**src/afu_pkg.sv**
```systemverilog
/*
 * AFU shared definitions
 * Widths, MMIO map constants and the packed structs carried between the
 * host receive stage, the MMIO bridge and the kernel CRA port
 */
package afu_pkg;

    // ==============================
    // Widths
    // ==============================

    // MMIO addresses count 32-bit words, as on the host side
    localparam int MMIO_ADDR_W = 16;
    localparam int MMIO_TID_W  = 9;
    // All MMIO and CRA data is 64 bits wide
    localparam int CSR_DATA_W  = 64;
    // CRA addresses count bytes
    localparam int CRA_ADDR_W  = 30;
    localparam int CRA_BE_W    = 8;

    typedef logic [MMIO_ADDR_W-1:0] mmio_addr_t;
    typedef logic [MMIO_TID_W-1:0]  mmio_tid_t;
    typedef logic [CSR_DATA_W-1:0]  csr_data_t;

    // ==============================
    // Address map and constants
    // ==============================

    // Word addresses below this belong to the feature header region
    localparam mmio_addr_t KERNEL_CSR_BASE = 16'h0100;
    // Feature header: AFU type in the top nibble, end-of-list flag set
    localparam csr_data_t  AFU_DFH         = 64'h1000_0100_0000_0000;
    // Read-only kernel register 0
    localparam csr_data_t  KERNEL_VERSION  = 64'h0000_0000_0002_0001;

    // ==============================
    // Bus structs
    // ==============================

    // Host receive port; rsp_valid marks host-memory traffic on the same channel
    typedef struct packed {
        logic       mmio_rd_valid;
        logic       mmio_wr_valid;
        logic       rsp_valid;
        mmio_addr_t addr;
        mmio_tid_t  tid;
        csr_data_t  data;
    } host_rx_t;

    typedef struct packed {
        logic       is_write;
        mmio_addr_t addr;
        mmio_tid_t  tid;
        csr_data_t  data;
    } mmio_req_t;

    // Host transmit port, one read response per valid cycle
    typedef struct packed {
        logic      valid;
        mmio_tid_t tid;
        csr_data_t data;
    } mmio_rsp_t;

    typedef struct packed {
        logic                  read;
        logic                  write;
        logic [CRA_ADDR_W-1:0] address;
        logic [CRA_BE_W-1:0]   byteenable;
        csr_data_t             writedata;
    } cra_cmd_t;

    typedef struct packed {
        logic      waitrequest;
        logic      readdatavalid;
        csr_data_t readdata;
    } cra_rsp_t;

endpackage

```
**src/afu_top.sv**
```systemverilog
/*
 * AFU top level
 * Host receive stage, MMIO to CRA bridge and kernel register block
 * on the single pClk domain
 */
`timescale 1ns/1ps

module afu_top #(
    parameter int MMIO_FIFO_DEPTH = 16,
    parameter int NUM_KERNEL_CSRS = 8,
    parameter int KERNEL_RD_DEPTH = 4
) (
    input  logic                pClk,
    input  logic                reset,
    input  afu_pkg::host_rx_t   rx,
    output afu_pkg::mmio_rsp_t  tx
);

    // Everything past the receive stage runs from the delayed reset
    logic               rst_q;
    logic               req_valid;
    afu_pkg::mmio_req_t req;
    afu_pkg::cra_cmd_t  cra_cmd;
    afu_pkg::cra_rsp_t  cra_rsp;

    host_rx_stage u_rx (
        .pClk      (pClk),
        .reset     (reset),
        .rx        (rx),
        .rst_q     (rst_q),
        .req_valid (req_valid),
        .req       (req)
    );

    mmio_cra_bridge #(
        .MMIO_FIFO_DEPTH (MMIO_FIFO_DEPTH)
    ) u_bridge (
        .pClk      (pClk),
        .reset     (rst_q),
        .req_valid (req_valid),
        .req       (req),
        .cra_cmd   (cra_cmd),
        .cra_rsp   (cra_rsp),
        .mmio_rsp  (tx)
    );

    kernel_csr_block #(
        .NUM_KERNEL_CSRS (NUM_KERNEL_CSRS),
        .KERNEL_RD_DEPTH (KERNEL_RD_DEPTH)
    ) u_kernel (
        .pClk    (pClk),
        .reset   (rst_q),
        .cra_cmd (cra_cmd),
        .cra_rsp (cra_rsp)
    );

endmodule

```
**src/host_rx_stage.sv**
```systemverilog
/*
 * Host receive stage
 * Delays the reset through two flops and registers the receive port once.
 * Only MMIO reads and writes pass on; host-memory responses are dropped.
 */
`timescale 1ns/1ps

module host_rx_stage (
    input  logic                pClk,
    input  logic                reset,
    input  afu_pkg::host_rx_t   rx,
    output logic                rst_q,
    output logic                req_valid,
    output afu_pkg::mmio_req_t  req
);

    logic                rst_meta;
    logic                rd_valid_q;
    logic                wr_valid_q;
    afu_pkg::mmio_addr_t addr_q;
    afu_pkg::mmio_tid_t  tid_q;
    afu_pkg::csr_data_t  data_q;

    // ==============================
    // Reset pipeline
    // ==============================

    // Downstream logic sees reset drop two cycles after the input does
    always_ff @(posedge pClk)
    begin
        rst_meta <= reset;
        rst_q    <= rst_meta;
    end

    // ==============================
    // Receive register
    // ==============================

    always_ff @(posedge pClk)
    begin
        if (reset)
        begin
            rd_valid_q <= 1'b0;
            wr_valid_q <= 1'b0;
        end
        else
        begin
            rd_valid_q <= rx.mmio_rd_valid;
            wr_valid_q <= rx.mmio_wr_valid;
        end
    end

    // Payload only loads on MMIO traffic so host responses never disturb it
    always_ff @(posedge pClk)
    begin
        if (rx.mmio_rd_valid || rx.mmio_wr_valid)
        begin
            addr_q <= rx.addr;
            tid_q  <= rx.tid;
            data_q <= rx.data;
        end
    end

    assign req_valid    = rd_valid_q | wr_valid_q;
    assign req.is_write = wr_valid_q;
    assign req.addr     = addr_q;
    assign req.tid      = tid_q;
    assign req.data     = data_q;

    // The receive channel carries at most one of read, write or host response
    a_one_kind: assert property (@(posedge pClk) disable iff (reset)
        $onehot0({rx.mmio_rd_valid, rx.mmio_wr_valid, rx.rsp_valid}));

endmodule

```
**src/kernel_csr_block.sv**
```systemverilog
/*
 * Kernel control registers
 * 64-bit register file on the CRA port. Register 0 holds the version,
 * the rest are read/write with byte enables. Read data is queued and
 * returned in order; waitrequest rises while the read queue is full.
 */
`timescale 1ns/1ps

module kernel_csr_block #(
    parameter int NUM_KERNEL_CSRS = 8,
    parameter int KERNEL_RD_DEPTH = 4
) (
    input  logic               pClk,
    input  logic               reset,
    input  afu_pkg::cra_cmd_t  cra_cmd,
    output afu_pkg::cra_rsp_t  cra_rsp
);

    localparam int IDX_W = (NUM_KERNEL_CSRS > 1) ? $clog2(NUM_KERNEL_CSRS) : 1;

    // Register 0 is a constant, so storage starts at 1
    afu_pkg::csr_data_t csr_q [1:NUM_KERNEL_CSRS-1];
    logic [IDX_W-1:0]   reg_sel;
    logic               in_range;
    logic               rd_accept;
    logic               wr_accept;
    afu_pkg::csr_data_t rd_value;
    afu_pkg::csr_data_t rd_head;
    logic               rd_empty;
    logic               rd_full;

    // Registers sit on 8-byte boundaries
    assign reg_sel   = cra_cmd.address[3 +: IDX_W];
    assign in_range  = (cra_cmd.address[afu_pkg::CRA_ADDR_W-1:3] < NUM_KERNEL_CSRS);
    assign rd_accept = cra_cmd.read & ~rd_full;
    assign wr_accept = cra_cmd.write & ~rd_full;

    always_comb
    begin
        if (!in_range)
            rd_value = '0;
        else if (reg_sel == '0)
            rd_value = afu_pkg::KERNEL_VERSION;
        else
            rd_value = csr_q[reg_sel];
    end

    // ==============================
    // Register writes
    // ==============================

    // Writes to register 0 or past the end are ignored
    always_ff @(posedge pClk)
    begin
        if (reset)
        begin
            for (int i = 1; i < NUM_KERNEL_CSRS; i++)
                csr_q[i] <= '0;
        end
        else if (wr_accept && in_range && reg_sel != '0)
        begin
            for (int b = 0; b < afu_pkg::CRA_BE_W; b++)
            begin
                if (cra_cmd.byteenable[b])
                    csr_q[reg_sel][8*b +: 8] <= cra_cmd.writedata[8*b +: 8];
            end
        end
    end

    // ==============================
    // Read queue
    // ==============================

    // Data is captured at acceptance and drained one entry per cycle
    sync_fifo #(
        .payload_t (afu_pkg::csr_data_t),
        .DEPTH     (KERNEL_RD_DEPTH)
    ) u_rd_fifo (
        .pClk      (pClk),
        .reset     (reset),
        .push      (rd_accept),
        .push_data (rd_value),
        .pop       (~rd_empty),
        .pop_data  (rd_head),
        .empty     (rd_empty),
        .full      (rd_full)
    );

    assign cra_rsp.waitrequest   = rd_full;
    assign cra_rsp.readdatavalid = ~rd_empty;
    assign cra_rsp.readdata      = rd_head;

    a_no_rd_wr: assert property (@(posedge pClk) disable iff (reset)
        !(cra_cmd.read && cra_cmd.write));

endmodule

```
**src/mmio_cra_bridge.sv**
```systemverilog
/*
 * MMIO to CRA bridge
 * Queues host MMIO requests, answers the feature header region locally
 * and turns kernel-region requests into CRA commands.
 * Read responses return to the host in request order with their tids.
 */
`timescale 1ns/1ps

module mmio_cra_bridge #(
    parameter int MMIO_FIFO_DEPTH = 16
) (
    input  logic                pClk,
    input  logic                reset,
    input  logic                req_valid,
    input  afu_pkg::mmio_req_t  req,
    output afu_pkg::cra_cmd_t   cra_cmd,
    input  afu_pkg::cra_rsp_t   cra_rsp,
    output afu_pkg::mmio_rsp_t  mmio_rsp
);

    afu_pkg::mmio_req_t               head;
    logic                             req_empty;
    logic                             req_pop;
    logic                             head_is_kernel;
    afu_pkg::mmio_addr_t              kernel_off;
    afu_pkg::csr_data_t               hdr_data;
    logic                             hdr_rd_take;
    logic                             hdr_wr_drop;
    logic                             cmd_rd_q;
    logic                             cmd_wr_q;
    logic [afu_pkg::CRA_ADDR_W-1:0]   cmd_addr_q;
    afu_pkg::csr_data_t               cmd_data_q;
    afu_pkg::mmio_tid_t               cmd_tid_q;
    logic                             cmd_busy;
    logic                             cmd_accept;
    logic                             cmd_load;
    afu_pkg::mmio_tid_t               tid_head;
    logic                             tid_empty;
    logic                             rd_outstanding;
    logic                             rsp_valid_q;
    afu_pkg::mmio_tid_t               rsp_tid_q;
    afu_pkg::csr_data_t               rsp_data_q;

    // ==============================
    // Request queue
    // ==============================

    // No back-pressure toward the host; its credit limit bounds the depth
    sync_fifo #(
        .payload_t (afu_pkg::mmio_req_t),
        .DEPTH     (MMIO_FIFO_DEPTH)
    ) u_req_fifo (
        .pClk      (pClk),
        .reset     (reset),
        .push      (req_valid),
        .push_data (req),
        .pop       (req_pop),
        .pop_data  (head),
        .empty     (req_empty),
        .full      ()
    );

    // Decode of the head entry
    assign head_is_kernel = (head.addr >= afu_pkg::KERNEL_CSR_BASE);
    assign kernel_off     = head.addr - afu_pkg::KERNEL_CSR_BASE;
    // Only word 0 of the header region holds anything
    assign hdr_data       = (head.addr == '0) ? afu_pkg::AFU_DFH : '0;

    // A kernel read is in flight while it waits on the port or in the tid queue
    assign rd_outstanding = cmd_rd_q | ~tid_empty;

    // Header reads wait for kernel reads ahead of them to drain, keeping order
    assign hdr_rd_take = ~req_empty & ~head_is_kernel & ~head.is_write & ~rd_outstanding;
    // Header writes have no target and leave at once
    assign hdr_wr_drop = ~req_empty & ~head_is_kernel & head.is_write;

    // ==============================
    // CRA command register
    // ==============================

    assign cmd_busy   = cmd_rd_q | cmd_wr_q;
    assign cmd_accept = cmd_busy & ~cra_rsp.waitrequest;
    // A new command loads when the register is idle or empties this cycle
    assign cmd_load   = ~req_empty & head_is_kernel & (~cmd_busy | cmd_accept);
    assign req_pop    = cmd_load | hdr_rd_take | hdr_wr_drop;

    always_ff @(posedge pClk)
    begin
        if (reset)
        begin
            cmd_rd_q <= 1'b0;
            cmd_wr_q <= 1'b0;
        end
        else if (cmd_load)
        begin
            cmd_rd_q <= ~head.is_write;
            cmd_wr_q <= head.is_write;
        end
        else if (cmd_accept)
        begin
            cmd_rd_q <= 1'b0;
            cmd_wr_q <= 1'b0;
        end
    end

    // Word offset from the kernel base becomes a byte address
    always_ff @(posedge pClk)
    begin
        if (cmd_load)
        begin
            cmd_addr_q <= {{(afu_pkg::CRA_ADDR_W - afu_pkg::MMIO_ADDR_W - 2){1'b0}},
                           kernel_off, 2'b00};
            cmd_data_q <= head.data;
            cmd_tid_q  <= head.tid;
        end
    end

    // All accesses are full 64-bit
    assign cra_cmd.read       = cmd_rd_q;
    assign cra_cmd.write      = cmd_wr_q;
    assign cra_cmd.address    = cmd_addr_q;
    assign cra_cmd.byteenable = '1;
    assign cra_cmd.writedata  = cmd_data_q;

    // ==============================
    // Read ordering and response
    // ==============================

    // Each accepted read leaves its tid here until its data comes back
    sync_fifo #(
        .payload_t (afu_pkg::mmio_tid_t),
        .DEPTH     (MMIO_FIFO_DEPTH)
    ) u_tid_fifo (
        .pClk      (pClk),
        .reset     (reset),
        .push      (cmd_accept & cmd_rd_q),
        .push_data (cmd_tid_q),
        .pop       (cra_rsp.readdatavalid),
        .pop_data  (tid_head),
        .empty     (tid_empty),
        .full      ()
    );

    always_ff @(posedge pClk)
    begin
        if (reset)
            rsp_valid_q <= 1'b0;
        else
            rsp_valid_q <= cra_rsp.readdatavalid | hdr_rd_take;
    end

    always_ff @(posedge pClk)
    begin
        if (cra_rsp.readdatavalid)
        begin
            rsp_tid_q  <= tid_head;
            rsp_data_q <= cra_rsp.readdata;
        end
        else if (hdr_rd_take)
        begin
            rsp_tid_q  <= head.tid;
            rsp_data_q <= hdr_data;
        end
    end

    assign mmio_rsp.valid = rsp_valid_q;
    assign mmio_rsp.tid   = rsp_tid_q;
    assign mmio_rsp.data  = rsp_data_q;

    // Kernel data and a header answer never compete for the response register
    a_rsp_exclusive: assert property (@(posedge pClk) disable iff (reset)
        !(cra_rsp.readdatavalid && hdr_rd_take));

endmodule

```
**src/sync_fifo.sv**
```systemverilog
/*
 * Synchronous FIFO
 * First-word-fall-through storage with an occupancy counter.
 * The payload type is a parameter so one body serves every queue.
 */
`timescale 1ns/1ps

module sync_fifo #(
    parameter type payload_t = logic,
    parameter int  DEPTH     = 4
) (
    input  logic     pClk,
    input  logic     reset,
    input  logic     push,
    input  payload_t push_data,
    input  logic     pop,
    output payload_t pop_data,
    output logic     empty,
    output logic     full
);

    localparam int PTR_W = (DEPTH > 1) ? $clog2(DEPTH) : 1;
    localparam int CNT_W = $clog2(DEPTH + 1);

    payload_t         mem [DEPTH];
    logic [PTR_W-1:0] wr_ptr;
    logic [PTR_W-1:0] rd_ptr;
    logic [CNT_W-1:0] count;

    // Pointers wrap at DEPTH, which need not be a power of two
    function automatic logic [PTR_W-1:0] ptr_next(input logic [PTR_W-1:0] ptr);
        return (ptr == PTR_W'(DEPTH - 1)) ? '0 : ptr + 1'b1;
    endfunction

    // Head entry is visible without a pop
    assign pop_data = mem[rd_ptr];
    assign empty    = (count == '0);
    assign full     = (count == CNT_W'(DEPTH));

    always_ff @(posedge pClk)
    begin
        if (push)
        begin
            mem[wr_ptr] <= push_data;
        end
    end

    always_ff @(posedge pClk)
    begin
        if (reset)
        begin
            wr_ptr <= '0;
            rd_ptr <= '0;
            count  <= '0;
        end
        else
        begin
            if (push)
                wr_ptr <= ptr_next(wr_ptr);
            if (pop)
                rd_ptr <= ptr_next(rd_ptr);
            // Simultaneous push and pop leaves the count alone
            case ({push, pop})
                2'b10:   count <= count + 1'b1;
                2'b01:   count <= count - 1'b1;
                default: count <= count;
            endcase
        end
    end

    // A producer that pushes into a full queue has lost track of its credits
    a_no_overflow: assert property (@(posedge pClk) disable iff (reset)
        push |-> !full);

    a_no_underflow: assert property (@(posedge pClk) disable iff (reset)
        pop |-> !empty);

endmodule

```
**config.mk**
```make
export PLATFORM = sky130hd
export DESIGN_NAME = afu_top
export DESIGN_NICKNAME = d
export VERILOG_FILES = /design/src/afu_pkg.sv /design/src/afu_top.sv /design/src/host_rx_stage.sv /design/src/kernel_csr_block.sv /design/src/mmio_cra_bridge.sv /design/src/sync_fifo.sv
export SDC_FILE = /design/constraint.sdc
export NUM_CORES = 2
export LEC_CHECK = 0
export BUFFER_PORTS_ARGS = -buffer_cell sky130_fd_sc_hd__buf_2
export CAP_MARGIN = 25
export CORE_UTILIZATION = 60
export CTS_BUF_LIST = sky130_fd_sc_hd__clkbuf_16
export CTS_CLUSTER_SIZE = 40
export DETAILED_ROUTE_END_ITERATION = 7
export PLACE_DENSITY_LB_ADDON = 0.25
export SLEW_MARGIN = 0
export SYNTH_ARGS = -nofsm -noshare
export SYNTH_HDL_FRONTEND = slang
export SYNTH_SLANG_ARGS = --single-unit
```
**constraint.sdc**
```tcl
create_clock -name pClk -period 11.79 [get_ports pClk]
set_input_delay 1.7685 -clock pClk [delete_from_list [all_inputs] [get_ports pClk]]
set_output_delay 1.7685 -clock pClk [all_outputs]
set_load 0.02 [all_outputs]
```
==> run_results.csv <==
group,metric,value,unit
worst_setup_path,crit_fanout,126,
sta,slew_headroom,0.2862,
worst_setup_path,cp_slowest_stage_delay,0.76,ns
hold_path,hold_path_depth,0,
worst_setup_path,start_kind,"flop",
sta,final.setup.tns,0,ns
detailed_routing,firstDrtPassIters,8,
finish,syn_to_final_growth,11.87,%
logic_synthesis,avgSynthCellArea,22.08,sq um
sta,grt_setup_unrepaired,"no",
clock_network,insertion_delay,0.92,ns
logic_synthesis,synth_ff_type,"edfxtp_1",
floorplan,fp.dieH,414.5,microns
sta,max_freq,157.3,MHz
placement,place.port_buffers,166,
worst_setup_path,worst_setup_path_end_kind,"flop",
detailed_routing,drc,0,
logic_synthesis,synth_seq_cells,2655,
floorplan,die_w,414.5,microns
finish,regArea,0.07923,sq mm
hold_path,min_path_type,"reg -> reg",
worst_setup_path,path_cells,"buf_12 -> mux4_2 -> mux4_2 -> inv_1 -> ha_1 -> nand4_2 -> nor4_4 -> o21a_1 -> mux2i_2 -> inv_1 -> ha_1 -> xor2_1 -> ha_1 -> o21ai_0 -> a21oi_1 -> a21oi_1 -> xor2_1 -> or3_1 -> a21oi_1",
sta,worst_pin_slew,1.071,ns
logic_synthesis,netlist.area_leader.share,0.7653,
sta,drv_slew,0,
logic_synthesis,yosysWarnings,0,
status,outcome,"finished, final reports clean",
placement,hpwl,109.5,mm
clock_network,cts_resized,0,
placement,gp_congestion,0.7423,
clock_network,cts_num_sinks,2655,
power_and_ir_drop,vdd_drop_max,0.1608,mV
logic_synthesis,seq_area_frac_synth,0.7757,
worst_setup_path,r2r_end,"u_bridge.u_req_fifo.count[4]$_SDFFE_PP0P_",
finish,nets,5109,
clock_network,postCtsSetupBuffers,0,
clock_network,cts_buffer_depth,4,
detailed_routing,ant_nets,0,
global_routing,grt_usage,0.2500,
logic_synthesis,synth_edf_count,2602,
global_routing,grt_pass1_wl,312.3,mm
worst_setup_path,critPathArrivalTime,7.20,ns
sta,skew,0.04167,ns
logic_synthesis,synth_common_cells,"edfxtp_1, mux4_2, and2_1",
logic_synthesis,synth_area_leader_cell,"edfxtp_1",
logic_synthesis,synthArstFlopShare,0,
floorplan,initial_core_util,0.6038,
sta,post-route-period-util,0.5391,
hold_path,hold_path_end,"u_rx.rst_q$_DFF_P_",
finish,fillCellCount,10263,
worst_setup_path,reg2reg_depth,19,
detailed_routing,wl_per_cell,28.81,microns
clock_network,cts_buffers,280,
clock_network,cts_tree,"done",
detailed_routing,wl,213.0,mm
clock_network,root_buffer,"clkbuf_16",
worst_setup_path,cp.required,12.63,ns
global_routing,grt_pass1_vias,48008,
worst_setup_path,crit_type,"reg -> reg",
floorplan,rows,151,
placement,dpl_worst_slack,5.393,ns
finish,multi_input_area,0.02209,sq mm
logic_synthesis,syn-cell-area,0.1021,sq mm
logic_synthesis,synthTopCellsByArea,"edfxtp_1, mux4_2, and2_1, dfxtp_1, mux2i_1",
sta,hold_viol_final,0,
global_routing,overflow,0,
clock_network,clkTransAtPathRegs,0.06,ns
hold_path,min-delay-start,"u_rx.rst_meta$_DFF_P_",
floorplan,die_area,0.1718,sq mm
logic_synthesis,yosysUniqueCellTypes,67,
finish,drive_gt1_frac,0.2561,
worst_setup_path,rrSetupSlack,5.43,ns
sta,worst_slack,5.434,ns
logic_synthesis,synthMostInstantiatedCell,"edfxtp_1",
sta,finalSetupViolCount,0,
global_routing,grt_max_degree,127,
clock_network,htreeDepth,5,
global_routing,antenna_found_initial,11,
detailed_routing,drt-vias-per-instance,6.271,
logic_synthesis,syn-instance-count,4624,
run,drv_cap,0,
detailed_routing,drtIter0Drc,5063,
floorplan,core,0.1691,sq mm
sta,period_needed,6.356,ns
power_and_ir_drop,power.density,219.5,mW/mm^2
floorplan,pin_count,168,
detailed_routing,vias,46374,
worst_setup_path,crit_slowest_cell,"buf_12",
clock_network,holdBufCountCts,0,
power_and_ir_drop,p_leak,37.67,nW
-- kinds of logic (layout without fill, tap and decap cells) --
logic type / count (synthesis) / in the layout / share of synthesized area
buf+inv: 266 / 753 / 0.01151
simple gates: 798 / 798 / 0.04445
flops: 2655 / 2655 / 0.7757
fa+ha+maj: 29 / 29 / 0.003701
other cells: 1 / 67 / 0.00003673
mux: 760 / 760 / 0.1565
compound gates: 92 / 92 / 0.006116
xor+xnor: 23 / 23 / 0.001973
-- worst max-delay path, delay by kind of cell, from the launching register on --
| kind | cells | cell delay (ns) |
|---|---|---|
| multiplexers | 3 | 1.59 |
| AO/OA/AOI/OAI | 5 | 1.01 |
| buffers and inverters | 3 | 1.00 |
| AND/OR/NAND/NOR | 3 | 0.88 |
| adder cells (fa/ha/maj) | 3 | 0.74 |
| flip-flops | 1 | 0.68 |
| XOR/XNOR | 2 | 0.27 |
-- where the power goes --
group          total [mW]  internal (mW)  leakage, nW  switching (mW)
registers            12.2           11.4         24.9           0.796
logic                4.66           2.22         8.41            2.44
clock network        8.18           4.76         4.36            3.42
total                25.1           18.4         37.7            6.66
-- how the worst max path moves through the flow --
stage               startpoint                                   endpoint
floorplan                 flop                                       flop
global placement          flop  u_bridge.u_req_fifo.count[4]$_SDFFE_PP0P_
detailed placement        flop  u_bridge.u_req_fifo.count[4]$_SDFFE_PP0P_
CTS                       flop  u_bridge.u_req_fifo.count[4]$_SDFFE_PP0P_
global route              flop  u_bridge.u_req_fifo.count[4]$_SDFFE_PP0P_
finish                    flop  u_bridge.u_req_fifo.count[4]$_SDFFE_PP0P_
-- layout make-up --
type	count	share of cell area
inverters	28	0.0009750
well taps	2218	0.02430
clock buffers	285	0.06244
repair buffers	255	0.01404
flip-flops and latches	2655	0.6937
clock inverters	185	0.01110
diodes	3	0.00006573
multi-input cells	1766	0.1934
-- cells in the final DEF, fill, tap and decap left out, types with 8 or more instances in the layout --
cell / n
nand2_1: 69
o21ai_0: 13
mux4_2: 656
dfxtp_1: 43
bufinv_16: 19
and2_4: 16
xor2_1: 17
a21oi_1: 35
clkbuf_16: 285
nor2b_1: 8
nand2b_1: 10
clkinv_1: 67
mux2_2: 8
clkinv_2: 33
mux2i_1: 86
or2_4: 8
buf_2: 166
inv_1: 85
and2_1: 512
conb_1: 64
nor2_1: 114
edfxtp_1: 2602
nor3_1: 13
buf_4: 83
ha_1: 27
mux4_1: 9
a22oi_1: 13
-- flip-flops by register name (all words and copies together), names as in the netlist, 2 cells and up, named ones only --
name and count:
u_bridge.cmd_addr_q 15, u_bridge.cmd_data_q 64, u_bridge.cmd_tid_q 9, u_bridge.rsp_data_q 64, u_bridge.rsp_tid_q 9, u_bridge.u_req_fifo.count 5
u_bridge.u_req_fifo.mem 1440, u_bridge.u_req_fifo.rd_ptr 4, u_bridge.u_req_fifo.wr_ptr 4, u_bridge.u_tid_fifo.count 5, u_bridge.u_tid_fifo.mem 144, u_bridge.u_tid_fifo.rd_ptr 4
u_bridge.u_tid_fifo.wr_ptr 4, u_kernel.csr_q 512, u_kernel.u_rd_fifo.count 3, u_kernel.u_rd_fifo.mem 256, u_kernel.u_rd_fifo.rd_ptr 2, u_kernel.u_rd_fifo.wr_ptr 2
u_rx.addr_q 16, u_rx.data_q 64, u_rx.tid_q 9
-- routing by layer --
| metal | vias up | wire, microns | global-route usage |
|---|---|---|---|
| li1 | 19526 | - | - |
| met1 | 24458 | 85120 | 0.3503 |
| met2 | 2032 | 104400 | 0.4016 |
| met3 | 352 | 18310 | 0.05492 |
| met4 | 6 | 5100 | 0.07284 |
| met5 | - | 41 | 0 |
-- stage by stage --
step | hold WS [ns] | cell area (sq um) | total power [mW] | utilization | instances
6_report | 0.3273 | 114200 | 25.08 | 0.6754 | 7395
5_1_grt | 0.3436 | 114200 | 25.96 | 0.6754 | 7393
4_1_cts | 0.3275 | 114100 | 25.23 | 0.6750 | 7389
3_5_place_dp | 0.3247 | 105700 | 17.09 | 0.6254 | 6919
3_3_place_gp | 0.3142 | 105700 | 16.98 | 0.6250 | 6917
2_1_floorplan | 0.3096 | 102300 | 15.59 | - | 4687
Power figures use the tool's default switching activity.
